File: config.mk
export PLATFORM = sky130hd
export DESIGN_NAME = icache_top
export DESIGN_NICKNAME = d
export VERILOG_FILES = /design/src/logic/mem_pkg.sv /design/src/logic/cache_pkg.sv /design/src/logic/cache_line_store.sv /design/src/logic/fetch_unit.sv /design/src/logic/icache_ctrl.sv /design/src/logic/icache_top.sv /design/src/logic/line_fill_memory.sv
export SDC_FILE = /design/constraint.sdc
export NUM_CORES = 1
export LEC_CHECK = 0
export ABC_AREA = 0
export BUFFER_PORTS_ARGS = -buffer_cell sky130_fd_sc_hd__buf_2
export CAP_MARGIN = 0
export CORE_ASPECT_RATIO = 1.1
export CORE_MARGIN = 5
export CORE_UTILIZATION = 50
export DETAILED_ROUTE_END_ITERATION = 7
export PLACE_DENSITY = 0.73
export REMOVE_ABC_BUFFERS = 1
export SYNTH_ARGS = -nofsm -noshare
export SYNTH_HDL_FRONTEND = slang
export SYNTH_SLANG_ARGS = --single-unit
File: constraint.sdc
create_clock -name clk -period 5.5 [get_ports clk]
set_clock_uncertainty 0.2 [all_clocks]
set_input_delay 0 -clock clk [delete_from_list [all_inputs] [get_ports clk]]
set_output_delay 0 -clock clk [all_outputs]
set_load 0.05 [all_outputs]
File: src/instr_mem.hex
// one 16-bit instruction word per line for word addresses 0 to 63
80FF
81FE
82FD
83FC
84FB
85FA
86F9
87F8
88F7
89F6
8AF5
8BF4
8CF3
8DF2
8EF1
8FF0
90EF
91EE
92ED
93EC
94EB
95EA
96E9
97E8
98E7
99E6
9AE5
9BE4
9CE3
9DE2
9EE1
9FE0
A0DF
A1DE
A2DD
A3DC
A4DB
A5DA
A6D9
A7D8
A8D7
A9D6
AAD5
ABD4
ACD3
ADD2
AED1
AFD0
B0CF
B1CE
B2CD
B3CC
B4CB
B5CA
B6C9
B7C8
B8C7
B9C6
BAC5
BBC4
BCC3
BDC2
BEC1
BFC0

File: src/logic/mem_pkg.sv
package mem_pkg;

    // instruction word and address width
    localparam int WORD_W = 16;

    // backing memory, addressed by the low address bits only
    localparam int MEM_DEPTH = 64;
    localparam int MEM_AW = $clog2(MEM_DEPTH);

    // cycles from read strobe to ready pulse
    localparam int MEM_LATENCY = 4;

    localparam string MEM_FILE = "/design/src/instr_mem.hex";

    // words returned per fill
    localparam int FILL_WORDS = 4;

    typedef struct packed {
        logic              rd;
        logic [WORD_W-1:0] addr;
    } fill_req_t;

    typedef struct packed {
        logic                              ready;
        logic [FILL_WORDS-1:0][WORD_W-1:0] line;
    } fill_rsp_t;

endpackage

File: src/logic/cache_pkg.sv
package cache_pkg;

    import mem_pkg::*;

    // direct mapped geometry
    localparam int LINES = 4;
    localparam int WORDS_PER_LINE = FILL_WORDS;
    localparam int INDEX_W = $clog2(LINES);
    localparam int OFFSET_W = $clog2(WORDS_PER_LINE);

    // tag is whatever is left above index and offset
    localparam int TAG_W = WORD_W - INDEX_W - OFFSET_W;

    typedef struct packed {
        logic             valid;
        logic [TAG_W-1:0] tag;
    } tag_entry_t;

    // word 0 of the line sits in the low bits
    typedef logic [WORDS_PER_LINE-1:0][WORD_W-1:0] line_t;

    // access to tag or data store
    typedef struct packed {
        logic               we;
        logic [INDEX_W-1:0] index;
    } store_req_t;

    // fetch unit to cache, held until ready
    typedef struct packed {
        logic              req;
        logic [WORD_W-1:0] addr;
    } fetch_req_t;

    // cache to fetch unit, single-cycle pulse
    typedef struct packed {
        logic              ready;
        logic [WORD_W-1:0] data;
    } fetch_rsp_t;

endpackage

File: src/logic/cache_line_store.sv
module cache_line_store
    import cache_pkg::*;
#(
    parameter type entry_t = line_t,
    parameter int ENTRIES = LINES
) (
    input  logic       clk,
    input  logic       reset_n,
    input  store_req_t req,
    input  entry_t     wdata,
    output entry_t     rdata
);

    entry_t entries [ENTRIES];

    // read is combinational at the requested index
    assign rdata = entries[req.index];

    always_ff @(posedge clk) begin
        if (!reset_n) begin
            // clears the valid bits of the tag store
            for (int i = 0; i < ENTRIES; i++) begin
                entries[i] <= '0;
            end
        end else if (req.we) begin
            entries[req.index] <= wdata;
        end
    end

endmodule

File: src/logic/fetch_unit.sv
module fetch_unit
    import mem_pkg::*, cache_pkg::*;
(
    input  logic              clk,
    input  logic              reset_n,
    input  logic              run,
    input  logic              redirect_valid,
    input  logic [WORD_W-1:0] redirect_pc,
    output fetch_req_t        fetch_req,
    input  fetch_rsp_t        fetch_rsp,
    output logic              instr_valid,
    output logic [WORD_W-1:0] instr_addr,
    output logic [WORD_W-1:0] instr
);

    logic [WORD_W-1:0] pc;
    logic              pending;
    logic              delivered;

    assign delivered = pending && fetch_rsp.ready;

    // request level and address come straight from registers
    assign fetch_req.req  = pending;
    assign fetch_req.addr = pc;

    // delivery is visible in the same cycle as the ready pulse
    assign instr_valid = delivered;
    assign instr_addr  = pc;
    assign instr       = fetch_rsp.data;

    always_ff @(posedge clk) begin
        if (!reset_n) begin
            pc      <= '0;
            pending <= 1'b0;
        end else if (delivered) begin
            // next request goes out right away if run is still high
            pending <= run;
            if (redirect_valid) begin
                pc <= redirect_pc;
            end else begin
                pc <= pc + 1'b1;
            end
        end else if (!pending) begin
            pending <= run;
        end
    end

endmodule

File: src/logic/icache_ctrl.sv
module icache_ctrl
    import mem_pkg::*, cache_pkg::*;
(
    input  logic       clk,
    input  logic       reset_n,
    input  fetch_req_t fetch_req,
    output fetch_rsp_t fetch_rsp,
    output store_req_t tag_req,
    output tag_entry_t tag_wdata,
    input  tag_entry_t tag_rdata,
    output store_req_t data_req,
    output line_t      data_wdata,
    input  line_t      data_rdata,
    output fill_req_t  fill_req,
    input  fill_rsp_t  fill_rsp
);

    typedef enum logic [1:0] {
        IDLE,
        COMPARE,
        ALLOCATE
    } state_t;

    state_t state;
    state_t state_next;

    logic [TAG_W-1:0]    req_tag;
    logic [INDEX_W-1:0]  req_index;
    logic [OFFSET_W-1:0] req_offset;
    logic                hit;

    // address split: tag | index | word offset
    assign req_tag    = fetch_req.addr[WORD_W-1 -: TAG_W];
    assign req_index  = fetch_req.addr[OFFSET_W +: INDEX_W];
    assign req_offset = fetch_req.addr[OFFSET_W-1:0];

    assign hit = tag_rdata.valid && (tag_rdata.tag == req_tag);

    always_comb begin
        state_next = state;

        // both stores are read at the request index by default
        tag_req.we     = 1'b0;
        tag_req.index  = req_index;
        data_req.we    = 1'b0;
        data_req.index = req_index;

        // new tag on allocation, returned line on fill
        tag_wdata.valid = 1'b1;
        tag_wdata.tag   = req_tag;
        data_wdata      = fill_rsp.line;

        fetch_rsp.ready = 1'b0;
        fetch_rsp.data  = data_rdata[req_offset];

        // line aligned fill address
        fill_req.rd   = 1'b0;
        fill_req.addr = {req_tag, req_index, {OFFSET_W{1'b0}}};

        case (state)
            IDLE: begin
                if (fetch_req.req) begin
                    state_next = COMPARE;
                end
            end

            COMPARE: begin
                if (hit) begin
                    fetch_rsp.ready = 1'b1;
                    state_next      = IDLE;
                end else begin
                    // claim the line and ask memory for it
                    tag_req.we  = 1'b1;
                    fill_req.rd = 1'b1;
                    state_next  = ALLOCATE;
                end
            end

            ALLOCATE: begin
                // one fill in flight, wait for its ready pulse
                if (fill_rsp.ready) begin
                    data_req.we = 1'b1;
                    state_next  = COMPARE;
                end
            end

            default: begin
                state_next = IDLE;
            end
        endcase
    end

    always_ff @(posedge clk) begin
        if (!reset_n) begin
            state <= IDLE;
        end else begin
            state <= state_next;
        end
    end

endmodule

File: src/logic/icache_top.sv
module icache_top
    import mem_pkg::*, cache_pkg::*;
(
    input  logic              clk,
    input  logic              reset_n,
    input  logic              run,
    input  logic              redirect_valid,
    input  logic [WORD_W-1:0] redirect_pc,
    output logic              instr_valid,
    output logic [WORD_W-1:0] instr_addr,
    output logic [WORD_W-1:0] instr
);

    fetch_req_t fetch_req;
    fetch_rsp_t fetch_rsp;
    store_req_t tag_req;
    tag_entry_t tag_wdata;
    tag_entry_t tag_rdata;
    store_req_t data_req;
    line_t      data_wdata;
    line_t      data_rdata;
    fill_req_t  fill_req;
    fill_rsp_t  fill_rsp;

    fetch_unit u_fetch_unit (
        .clk            (clk),
        .reset_n        (reset_n),
        .run            (run),
        .redirect_valid (redirect_valid),
        .redirect_pc    (redirect_pc),
        .fetch_req      (fetch_req),
        .fetch_rsp      (fetch_rsp),
        .instr_valid    (instr_valid),
        .instr_addr     (instr_addr),
        .instr          (instr)
    );

    icache_ctrl u_icache_ctrl (
        .clk        (clk),
        .reset_n    (reset_n),
        .fetch_req  (fetch_req),
        .fetch_rsp  (fetch_rsp),
        .tag_req    (tag_req),
        .tag_wdata  (tag_wdata),
        .tag_rdata  (tag_rdata),
        .data_req   (data_req),
        .data_wdata (data_wdata),
        .data_rdata (data_rdata),
        .fill_req   (fill_req),
        .fill_rsp   (fill_rsp)
    );

    // tag store
    cache_line_store #(
        .entry_t (tag_entry_t),
        .ENTRIES (LINES)
    ) u_tag_store (
        .clk     (clk),
        .reset_n (reset_n),
        .req     (tag_req),
        .wdata   (tag_wdata),
        .rdata   (tag_rdata)
    );

    // data store
    cache_line_store #(
        .entry_t (line_t),
        .ENTRIES (LINES)
    ) u_data_store (
        .clk     (clk),
        .reset_n (reset_n),
        .req     (data_req),
        .wdata   (data_wdata),
        .rdata   (data_rdata)
    );

    line_fill_memory u_line_fill_memory (
        .clk      (clk),
        .reset_n  (reset_n),
        .fill_req (fill_req),
        .fill_rsp (fill_rsp)
    );

endmodule

File: src/logic/line_fill_memory.sv
module line_fill_memory
    import mem_pkg::*;
(
    input  logic      clk,
    input  logic      reset_n,
    input  fill_req_t fill_req,
    output fill_rsp_t fill_rsp
);

    logic [WORD_W-1:0] mem [MEM_DEPTH];

    logic                               busy;
    logic [$clog2(MEM_LATENCY+1)-1:0]   count;
    logic [MEM_AW-1:0]                  base;

    initial begin
        $readmemh(MEM_FILE, mem);
    end

    // accept a strobe only while idle, then count down
    always_ff @(posedge clk) begin
        if (!reset_n) begin
            busy           <= 1'b0;
            count          <= '0;
            fill_rsp.ready <= 1'b0;
        end else begin
            fill_rsp.ready <= 1'b0;
            if (busy) begin
                if (count == 1) begin
                    busy           <= 1'b0;
                    fill_rsp.ready <= 1'b1;
                    for (int i = 0; i < FILL_WORDS; i++) begin
                        fill_rsp.line[i] <= mem[base + MEM_AW'(i)];
                    end
                end else begin
                    count <= count - 1'b1;
                end
            end else if (fill_req.rd) begin
                busy  <= 1'b1;
                count <= ($clog2(MEM_LATENCY+1))'(MEM_LATENCY - 1);
                // higher address bits alias into the array
                base  <= fill_req.addr[MEM_AW-1:0];
            end
        end
    end

endmodule

==> results of run 1 <==
cell families after synthesis:
| group | Yosys count | share of synthesized area (%) |
|---|---|---|
| AND/OR/NAND/NOR | 165 | 18.8 |
| flip-flops | 78 | 49.9 |
| AO/OA/AOI/OAI | 68 | 11.1 |
| buffers and inverters | 59 | 7.25 |
| multiplexers | 24 | 9.74 |
| XOR/XNOR | 11 | 2.31 |
| adder cells (fa/ha/maj) | 3 | 0.899 |
| other | 1 | 0.0898 |
final cells by class:
| cell class | count | area (µm²) |
|---|---|---|
| well taps | 111 | 139 |
| clock buffers | 12 | 135 |
| multi-input cells | 287 | 1870 |
| flip-flops and latches | 78 | 2080 |
| inverters | 7 | 26.3 |
| repair buffers | 57 | 385 |
| clock inverters | 4 | 26.3 |
| fillers | 701 | 3610 |
Yosys cell counts (4+ instances only):
cell type,count
edfxtp_1,52
nor3_1,46
nand2_1,37
nor2_1,33
clkbuf_1,27
dfxtp_1,26
buf_4,17
nand3_1,17
a21oi_1,16
o31ai_1,14
xnor2_1,11
a31oi_1,9
mux4_1,9
mux2i_1,8
nand2b_1,8
o21ai_0,8
inv_1,7
nand4_1,6
nor4_1,5
a211oi_1,4
buf_1,4
mux2_2,4
sequential cells by signal (all words and copies together), names as in the netlist, named ones only:
| name | cells |
|---|---|
| u_line_fill_memory.count | 3 |
| u_fetch_unit.instr_addr | 16 |
| u_line_fill_memory.fill_rsp | 1 |
| u_tag_store.entries | 52 |
| u_icache_ctrl.state | 2 |
| u_fetch_unit.pending | 1 |
| u_line_fill_memory.busy | 1 |
tightest hold or removal path: stages:
cell     delay [ps]
buf_2           290
nand4_1         160
a31oi_1          80
path summary, 6_finish.rpt:
check / startpoint / end / slack, ps / cells past startpoint
setup reg to reg: register / u_tag_store.entries[2][6] / 1470 / 6
hold reg to reg: u_icache_ctrl.state[0] / u_icache_ctrl.state[0] / 280 / 1
setup / recovery: register / u_tag_store.entries[2][6] / 1470 / 6
hold / removal: redirect_valid / u_fetch_unit.instr_addr[0] / 40 / 3
routing by layer:
| metal | vias up | part of all wire, % | global-route usage, % |
|---|---|---|---|
| li1 | 1550 | - | - |
| met1 | 1559 | 41 | 25.7 |
| met2 | 101 | 50 | 32.1 |
| met3 | 14 | 6.6 | 4.24 |
| met4 | 0 | 2.1 | 9.63 |
| met5 | - | 0 | 0 |
what timing repair did:
action,in CTS,in global routing
hold endpoints to repair,22,0
setup endpoints to repair,0,0
gates resized for setup,0,0
hold buffers,19,0
power breakdown:
| part | internal (W) | switching [W] | total (W) |
|---|---|---|---|
| Sequential | 0.000643 | 0.0000104 | 0.000654 |
| Clock | 0.000164 | 0.000206 | 0.000370 |
| Combinational | 0.0000382 | 0.0000706 | 0.000109 |
metrics by stage:
stage | utilization [%] | total power (W) | cell area, µm²
4_1_cts | 56.4 | 0.00114 | 4660
5_1_grt | 56.4 | 0.00118 | 4660
3_5_place_dp | 52.1 | 0.000765 | 4310
2_1_floorplan | - | 0.000735 | 3960
6_report | 56.4 | 0.00113 | 4660
3_3_place_gp | 52.1 | 0.000762 | 4310
cell usage in the layout, fill, tap and decap left out, types with 2 or more instances in the layout:
cell,synthesis,final
mux2i_1,8,8
mux4_1,9,9
xnor2_1,11,11
inv_1,7,7
nor3b_1,3,3
a21oi_1,16,16
buf_2,1,36
clkbuf_8,0,9
o221a_2,2,2
buf_4,17,2
clkbuf_1,27,3
or4_1,2,2
nand2b_1,8,8
nor2_1,33,33
nand3_1,17,17
edfxtp_1,52,52
nor3_1,46,46
o31a_1,2,2
o31ai_1,14,11
mux2_2,4,4
conb_1,1,16
nor4_1,5,4
o31ai_2,0,3
a22o_1,3,3
ha_1,3,3
nand4_1,6,6
o21ai_0,8,8
a211oi_1,4,4
a31oi_1,9,9
o41ai_1,3,3
clkinv_2,0,2
o21a_1,3,3
mux2_1,2,2
nand2_1,37,37
nor2b_1,2,2
o2111ai_1,2,2
dlygate4sd3_1,0,19
dfxtp_1,26,26
==> summary.md, run 1 <==
| Metric | Value |
|---|---|
| Place WS | about 1500 ps |
| CTS tree | built |
| Slowest CP cell | o31ai_2 |
| WP data required | between 5000 and 6000 ps |
| Syn Inst Count | about 410 |
| GR Overflow Total | 0 |
| Synth Register Bits | around 80 |
| Netlist Area Pre-Place | roughly 4200 µm² |
| Hpwl dp | about 6900 µm |
| CP Cell Sequence | mux2i_1 > mux2i_1 > o221a_2 > nor2_1 > and3_2 > o31ai_2 |
| CP top delay family | compound AO/OA/AOI/OAI gates |
| Starting Density | roughly 50% |
| Layout cells sized above 1 | 14.6% |
| Htree depth | 3 |
| Max-slew headroom | 16.3% |
| Peak supply drop | 0.107 mV |
| Ys flop type | edfxtp_1 |
| Area delta synth->final | 11.7% |
| Setup Fix Bufs, Post-CTS | 0 |
| Initial antenna violation count | 0 |
| Final hold slack | between 40 and 50 ps |
| I/O Buffers | 36 |
| Crit path buf inv count | 0 |
| Largest net degree at the start of global routing | just under 60 |
| Num ports | 53 |
| Total of max-cap violations | 0 |
| Clk Latency, worst-skew pair | between 300 and 400 ps |
| Cells after DPL | between 500 and 600 |
| CP Max Fanout | between 50 and 60 |
| Fin crit period | approximately 4000 ps |
| Status | completed |
| Drt pass-1 iters | 4 |
| Post-synth ARST share | 0% |
| Routed via count | about 3200 |
| Syn Area/Cell | about 10 µm² |
| Yosys cell types | 45 |
| First-pass GRT wire length | 16200 µm |
| Post-DRT Antenna Nets | 0 |
| Routability Congestion | roughly 0.9 |
| Startpoint Class | register |
| Drc violations | 0 |
| Core box area | roughly 8300 µm² |
| CTS Root Cell | clkbuf_8 |
| Total negative setup slack | 0 ps |
| GRT Total Usage | between 10% and 20% |
| Post-synth EDFFs | 52 |
| CP peak stage delay | 1150 ps |
| Total CTS buffers | 9 |
| Synth area leader | edfxtp_1 |
| Ys Warns | 0 |
| Post-Layout Cell Count | 556 |
| Final worst setup slack | around 1500 ps |
| CTS Buffer Depth | 2 |
| WS Path Type | register to register |
| Clk slew on worst S/H paths | about 80 ps |
| Ranking of synthesized cells by area | edfxtp_1, dfxtp_1, mux4_1, nor3_1, nand2_1 |
| P_leak | 1.64 nW |
| Slew Viols, Final | 0 |
| Die Ht | 106 µm |
| Net count, final | about 460 |
| Crit path DAT | 3790 ps |
| Final Hold Viols | 0 |
| Max Fclk | roughly 0.25 GHz |
| Worst Setup End Kind | register |
| Vias in the first global route | 3138 |
| Vias/cell | ~5.8 |
| Row Count | 35 |
| Antenna Cells | 0 |
| PD cells | approximately 240 nW/µm² |
| HP Class | primary input to register |
| Final wirelength | about 9900 µm |
| Worst Max-Slew Pin Slew | 1250 ps |
| Initial DRC Count | 159 |
| Die X | 97.1 µm |
| Cell repeated most along the worst path | mux2i_1 |
| Die Area | 10300 µm² |
| RSZ-0062 raised after global routing | false |
| DR WL/cell | about 18 µm |
| Sequential area share after synthesis | between 40 and 50% |
| Clk sinks | between 70 and 80 |
| Synth top area share | between 30% and 40% |
| Fin crit share | roughly 73% |
| Final Setup Violations | 0 |
No activity file was read; power rests on OpenSTA's default activity.
==> run 2: changes to the inputs <==
--- a/config.mk
+++ b/config.mk
@@ -5,7 +5,7 @@
 export SDC_FILE = /design/constraint.sdc
 export NUM_CORES = 1
 export LEC_CHECK = 0
-export ABC_AREA = 0
+export ABC_AREA = 1
 export BUFFER_PORTS_ARGS = -buffer_cell sky130_fd_sc_hd__buf_2
 export CAP_MARGIN = 0
 export CORE_ASPECT_RATIO = 1.1
==> constraint.sdc (replaced) <==
create_clock -name clk -period 3.85 [get_ports clk]
set_clock_uncertainty 0.2 [all_clocks]
set_input_delay 0 -clock clk [delete_from_list [all_inputs] [get_ports clk]]
set_output_delay 0 -clock clk [all_outputs]
set_load 0.05 [all_outputs]
==> run 2 against run 1 <==
First-iteration DRC count increased by 120%. Core utilization increased by 3.7 points. Count of clock-buffer cells in the layout decreased by 3. Fmax increased by 20%. Area after synthesis increased by 2.4%. Routed wire length increased by 8.2%. Hold slack got worse by 6.6 ps. Power increased by 59%. Critical endpoint is now u_tag_store.entries[0][10]. Largest cell class unchanged. Largest power group unchanged.
==> summary.md, run 2 <==
| Metric | Value |
|---|---|
| Net count, final | 607 (+31%) |
| Final Hold Viols | 0 (unchanged) |
| GRT Total Usage | 20.8% (+0.82 points) |
| Post-synth ARST share | 0% (unchanged) |
| HP Class | primary input to register |
| Synth Area in Compound Gates | 4.51% (-6.5 points) |
| Worst Setup End Kind | register |
| Mux contribution to synthesized area | 0% (-9.7 points) |
| WP data required | 3620 ps (-1640 ps) |
| Simple-Gate Fraction of Synth Area | 33.4% (+15 points) |
| Status | completed |
| Final core occ | 60.1% (+3.7 points) |
| Synth Area in Adders | 0.878% (-0.021 points) |
| RSZ-0062 raised after global routing | false |
| Htree depth | 3 (unchanged) |
| Layout cells sized above 1 | 15.8% (+1.2 points) |
| Initial DRC Count | 342 (+120%) |
| Core box area | 8360 µm² (+1.1%) |
| Max-slew headroom | 13.8% (-2.5 points) |
| Antenna Cells | 0 (unchanged) |
| Row Count | 35 (unchanged) |
| Post-DRT Antenna Nets | 0 (unchanged) |
| Largest net degree at the start of global routing | 28 (-52%) |
| First-pass GRT wire length | 16900 µm (+4.1%) |
| Routability Congestion | 0.934 (+4.3%) |
| Worst Max-Slew Pin Slew | 1290 ps (+36.8 ps) |
| Syn Inst Count | 516 (+26%) |
| Starting Density | 51.1% (+0.67 points) |
| Cell repeated most along the worst path | nand2_1 |
| Setup Fix Bufs, Post-CTS | 0 (unchanged) |
| Synth top area share | 36.5% (-0.88 points) |
| Vias/cell | 5.23 (-9.8%) |
| Hold endpoint | u_fetch_unit.instr_addr[13] |
| Ys flop type | edfxtp_1 |
| CTS Buffer Depth | 2 (unchanged) |
| Max reg flops | 52 (unchanged) |
| FF-to-FF path depth | 13 (+7) |
| Total of max-cap violations | 0 (unchanged) |
| Routed via count | 3661 (+14%) |
| Clk sinks | 78 (unchanged) |
| Slowest CP cell | o21ai_1 |
| Reg2Reg Capture Point | u_tag_store.entries[0][10] |
| GR Overflow Total | 0 (unchanged) |
| Final Setup Violations | 0 (unchanged) |
| Num ports | 53 (unchanged) |
| Post-CTS Hold Fix Bufs | 35 (+16) |
| DR WL/cell | 15.3 µm (-14%) |
| Initial antenna violation count | 0 (unchanged) |
| Startpoint Class | register |
| Drc violations | 0 (unchanged) |
| Syn Area/Cell | 8.29 µm² (-19%) |
| FILL cells | 699 (-0.29%) |
| CP peak stage delay | 960 ps (-190 ps) |
| CP Max Fanout | 21 (-63%) |
| Drt pass-1 iters | 5 (+1) |
| Hpwl dp | 7150 µm (+3.2%) |
| Synth Register Bits | 78 (unchanged) |
| Ranking of synthesized cells by area | edfxtp_1, nand2_1, dfxtp_1, nor2_1, nand3_1 |
| Pwr Total | 0.00180 W (+59%) |
| I/O Buffers | 36 (unchanged) |
| Most common cell after layout, fill and taps aside | nand2_1 |
| Flop-to-flop setup slack | 500 ps (-970 ps) |
| Total negative setup slack | 0 ps (unchanged) |
| Yosys cell types | 34 (-24%) |
| Fin crit share | 87.0% (+14 points) |
| Most common cell in the netlist | nand2_1 |
| Die Area | 10500 µm² (+2.2%) |
| Worst min-delay path startpoint | redirect_valid |
| Synth area leader | edfxtp_1 |
| Peak supply drop | 0.313 mV (+190%) |
| Final wirelength | 10700 µm (+8.2%) |
| Slew Viols, Final | 0 (unchanged) |
| CTS tree | built |
| PD cells | 359 nW/µm² (+48%) |
| Netlist Area Pre-Place | 4280 µm² (+2.4%) |
| CP Cell Sequence | buf_4 > nand2_1 > nand3_1 > nand3_1 > nand2_1 > nor2_1 > nand2_1 > nor2_4 > nand2_2 > nand2_4 > nor2_8 > nand2_4 > o21ai_1 |
| WS Path Type | register to register |
| Post-synth EDFFs | 52 (unchanged) |
| Area delta synth->final | 17.5% |
| Die Ht | 107 µm (+1.1%) |
| Total CTS buffers | 9 (unchanged) |
| CP top delay family | simple AND/OR/NAND/NOR gates |
| Die X | 98.2 µm (+1.1%) |
| Commonest non-fill, non-tap cells in the layout | nand2_1, nor2_1, edfxtp_1 |
| Ys Warns | 0 (unchanged) |
| Largest family of logic cells by synthesized area | simple AND/OR/NAND/NOR gates |
| P_leak | 2.08 nW (+27%) |
| Clk Latency, worst-skew pair | 360 ps (about the same) |
| Crit path buf inv count | 1 (+1) |
| Clk slew on worst S/H paths | 80 ps (about the same) |
| Max Fclk | 0.298 GHz (+20%) |
| Register with the most flip-flops | u_tag_store.entries |
| Post-Synth XOR/XNOR Area | 2.87% (+0.56 points) |
| Post-cts sizing count | 0 (unchanged) |
| Hold path depth | 4 (+1) |
| Sequential area share after synthesis | 48.7% (-1.2 points) |
| Synth cell count leaders | nand2_1, nor2_1, edfxtp_1 |
| Fin crit period | 3350 ps (-676 ps) |
| CTS Root Cell | clkbuf_8 |
| Crit path DAT | 3120 ps (-670 ps) |
| Vias in the first global route | 3433 (+9.4%) |
[run 2: changes by cell type after synthesis, sizes merged, moves of 10 or more]
cell | previous run | this run
nand2 | 37 | 149
nor2 | 33 | 80
nand3 | 17 | 46
inv | 7 | 35
clkbuf | 28 | 8
nor3 | 46 | 26
o21ai | 8 | 22
xor2 | 0 | 13
o31ai | 14 | 2
mux4 | 10 | 0
xnor2 | 11 | 1
[run 2: power breakdown]
group | total [W] | switching [W] | leakage [nW] | internal (W)
Clock | 0.000676 | 0.000309 | 0.104 | 0.000367
Sequential | 0.000936 | 0.0000143 | 0.749 | 0.000922
Combinational | 0.000193 | 0.000127 | 1.23 | 0.0000658
[run 2: kinds of logic after synthesis]
| logic type | count (synthesis) |
|---|---|
| buf+inv | 75 |
| xor+xnor | 14 |
| flops | 78 |
| fa+ha+maj | 3 |
| compound gates | 36 |
| other cells | 1 |
| simple gates | 309 |
[run 2: stage by stage]
step | hold slack, ps | setup slack, ps | instance area (µm²) | cells
3_5_place_dp | 51.2 | 541 | 4460 | 649
4_1_cts | 15.5 | 524 | 5030 | 700
2_1_floorplan | -79.6 | 221 | 4060 | 493
5_1_grt | 57.7 | 335 | 5030 | 700
3_3_place_gp | 43.7 | 621 | 4460 | 649
6_report | 34.3 | 500 | 5030 | 700
[run 2: routing by layer]
metal	share of wire [%]	up-vias	GRT usage, %	wire, µm
met4	3.3	0	11.1	352
li1	-	1790	-	-
met3	6.6	27	3.12	706
met1	41	1693	25.9	4390
met5	0	-	0	0
met2	49	151	34.9	5230
[run 2: worst max-delay path by stage]
stage | start | depth (start not counted) | slack, ps | to
2_1_floorplan | register | 14 | 220 | u_tag_store.entries[0][0]
5_1_grt | register | 13 | 340 | u_tag_store.entries[0][9]
4_1_cts | register | 13 | 520 | u_tag_store.entries[0][6]
3_3_place_gp | register | 13 | 620 | u_tag_store.entries[0][2]
3_5_place_dp | register | 12 | 540 | u_tag_store.entries[0][2]
6_report | register | 13 | 500 | u_tag_store.entries[0][10]
[run 2: final cells by class]
type / count / area (µm²) / share of cell area [%]
clock inverters: 7 / 96.3 / 1.92
inverters: 37 / 143 / 2.84
flip-flops and latches: 78 / 2080 / 41.4
clock buffers: 9 / 124 / 2.46
well taps: 111 / 139 / 2.76
repair buffers: 80 / 598 / 11.9
multi-input cells: 378 / 1840 / 36.7
[run 2: worst register-to-register path: cells and delay by family (launching register included)]
kind,cells,cell delay (ps)
compound gates,1,960
buf+inv,1,310
flops,1,470
simple gates,11,1020
==> run 3: changes to the inputs <==
--- a/config.mk
+++ b/config.mk
@@ -14,6 +14,8 @@
 export DETAILED_ROUTE_END_ITERATION = 7
 export PLACE_DENSITY = 0.73
 export REMOVE_ABC_BUFFERS = 1
+export SETUP_SLACK_MARGIN = 0.5
+export SLEW_MARGIN = 20
 export SYNTH_ARGS = -nofsm -noshare
 export SYNTH_HDL_FRONTEND = slang
 export SYNTH_SLANG_ARGS = --single-unit
==> run 3 against run 2 <==
Sequential cell count unchanged. Hold slack improved by 4.0 ps. Register-to-register slack improved by 260 ps. Count of clock-buffer cells in the layout up 1. Critical path type unchanged. Routed wire length fell by 0.95%. Via count up 1.4%. Largest cell class unchanged. Clock power fell by 8.4%. Non-clock buffer count did not move. Core utilization about the same. Combinational power hardly changed. Sequential power is essentially flat. First-iteration DRC count grew 28%.
==> summary.md, run 3 (synthesis results as in run 2) <==
| Metric | Value |
|---|---|
| FF/Latch Area | 2080 µm² (unchanged) |
| Max-slew headroom | 50.7% (+37 points) |
| Hpwl dp | 7110 µm (-0.46%) |
| CTS Root Cell | clkbuf_8 |
| FILL cells | 682 (-2.4%) |
| DR WL/cell | 15.1 µm (-0.95%) |
| Die Ht | 107 µm (unchanged) |
| RSZ-0062 raised after global routing | false |
| Drc violations | 0 (unchanged) |
| GRT Total Usage | 19.9% (-0.92 points) |
| Starting Density | 51.1% (unchanged) |
| Clk Latency, worst-skew pair | 360 ps (about the same) |
| CP Max Fanout | 27 (+29%) |
| Drt pass-1 iters | 6 (+1) |
| Most common cell after layout, fill and taps aside | nand2_1 |
| Fin crit period | 3090 ps (-258 ps) |
| Largest net degree at the start of global routing | 28 (unchanged) |
| Clk sinks | 78 (unchanged) |
| Flop-to-flop setup slack | 760 ps (+260 ps) |
| Final Hold Viols | 0 (unchanged) |
| Multi-input gate area | 1860 µm² (+0.68%) |
| Num ports | 53 (unchanged) |
| Clk slew on worst S/H paths | 80 ps (about the same) |
| Register with the most flip-flops | u_tag_store.entries |
| CTS Buffer Depth | 2 (unchanged) |
| GRT Max-Usage Layer | met2 |
| Met3 GRT Util | 2.28% (-0.85 points) |
| WS Path Type | register to register |
| CTS tree | built |
| Vias in the first global route | 3379 (-1.6%) |
| Core box area | 8360 µm² (unchanged) |
| Routed via count | 3711 (+1.4%) |
| Die Area | 10500 µm² (unchanged) |
| GR Util met1 | 25.9% (+0.051 points) |
| Htree depth | 3 (unchanged) |
| Max Fclk | 0.323 GHz (+8.4%) |
| Switching share of power | 26.1% (+1.2 points) |
| Final wirelength | 10600 µm (-0.95%) |
| Die X | 98.2 µm (unchanged) |
| Comb power frac | 11.1% (+0.4 points) |
| Post-DRT Antenna Nets | 0 (unchanged) |
| P_leak | 2.07 nW (-0.26%) |
| Slew Viols, Final | 0 (unchanged) |
| Worst Max-Slew Pin Slew | 739 ps (-546 ps) |
| HP Class | primary input to register |
| Initial antenna violation count | 0 (unchanged) |
| Row Count | 35 (unchanged) |
| Met2 Use GR | 32.9% (-2.0 points) |
| P_int | 0.00129 W (-4.7%) |
| Worst setup path end | u_tag_store.entries[2][11] |
| Psw | 0.000457 W (+1.6%) |
| Reg2Reg Capture Point | u_tag_store.entries[2][11] |
| Max reg flops | 52 (unchanged) |
| Startpoint Class | register |
| Peak supply drop | 0.312 mV (-0.54%) |
| PD cells | 348 nW/µm² (-3.2%) |
| Clock share of power | 35.4% (-2.0 points) |
| Place WS | 790 ps (+249 ps) |
| I/O Buffers | 36 (unchanged) |
| Net count, final | 607 (unchanged) |
| Layout cells sized above 1 | 16.1% (+0.34 points) |
| Final Setup Violations | 0 (unchanged) |
| Total negative setup slack | 0 ps (unchanged) |
| Sequential power share | 53.5% (+1.6 points) |
| FF-to-FF path depth | 16 (+3) |
| Final worst setup slack | 758 ps (+258 ps) |
| Crit path DAT | 2990 ps (-130 ps) |
| Total CTS buffers | 9 (unchanged) |
| Antenna Cells | 0 (unchanged) |
| Final core occ | 60.1% (about the same) |
| Final hold slack | 38.3 ps (+3.97 ps) |
| Total of max-cap violations | 0 (unchanged) |
| Fin crit share | 80.3% (-6.7 points) |
| Vias/cell | 5.30 (+1.4%) |
| Initial DRC Count | 438 (+28%) |
| Commonest non-fill, non-tap cells in the layout | nand2_1, nor2_1, edfxtp_1 |
| Worst Setup End Kind | register |
| GR Overflow Total | 0 (unchanged) |
| Area delta synth->final | 17.6% (about the same) |
| Status | completed |
| WP data required | 3750 ps (+130 ps) |
| Routability Congestion | 0.934 (unchanged) |
| Hold path depth | 4 (unchanged) |
| First-pass GRT wire length | 16300 µm (-3.5%) |
run 3: cell type report:
class,count,share of cell area (%)
tap,111,2.76
multi-input combinational,378,36.9
sequential,78,41.4
clock buffer,10,2.54
timing repair buffer,80,12.1
clock inverter,6,1.39
inverter,37,2.91
run 3: per-layer routing:
| layer | vias to the layer above | share of wire [%] |
|---|---|---|
| li1 | 1792 | - |
| met1 | 1705 | 42 |
| met2 | 187 | 48 |
| met3 | 27 | 7.6 |
| met4 | 0 | 3.1 |
| met5 | - | 0 |
run 3: stage by stage:
| stage | power [W] | instance area [µm²] | cells |
|---|---|---|---|
| 3_5_place_dp | 0.00112 | 4470 | 649 |
| 4_1_cts | 0.00174 | 5010 | 699 |
| 2_1_floorplan | 0.00107 | 4060 | 493 |
| 3_3_place_gp | 0.00112 | 4460 | 649 |
| 5_1_grt | 0.00180 | 5030 | 700 |
| 6_report | 0.00175 | 5030 | 700 |
run 3: worst min-delay path by stage:
stage	startpoint	endpoint
finish	redirect_valid	u_fetch_unit.instr_addr[12]
global route	redirect_valid	u_fetch_unit.instr_addr[13]
CTS	redirect_valid	u_fetch_unit.instr_addr[13]
detailed placement	run	u_fetch_unit.pending
global placement	run	u_fetch_unit.pending
floorplan	reset_n	u_fetch_unit.instr_addr[10]
run 3: power groups by stage:
stage                     Clock, W  Sequential [W]  Combinational (W)
after global placement           0        0.000953           0.000162
after detailed placement         0        0.000954           0.000166
after global routing      0.000653        0.000939           0.000213
after CTS                 0.000617        0.000935           0.000190
after floorplan                  0        0.000951           0.000124
final                     0.000619        0.000935           0.000194
run 3: repair_timing:
action,4_1_cts,5_1_grt
resized for setup,0,2
setup buffers,0,1
endpoints found under the setup margin,0,3
hold buffers,34,0
endpoints found under the hold margin,26,0
run 3: worst max-delay path: stages, from the launching register on:
cell	delay, ps
dfxtp_1	480
buf_4	300
nand2_1	80
nand3_1	110
nand2_1	60
nand2_1	80
nand2_1	50
nor2_1	140
nand2_1	90
nor2_2	210
nand2_2	110
nand2_4	120
nor2_8	50
nand2_4	70
buf_4	370
o21ai_1	100
buf_4	220
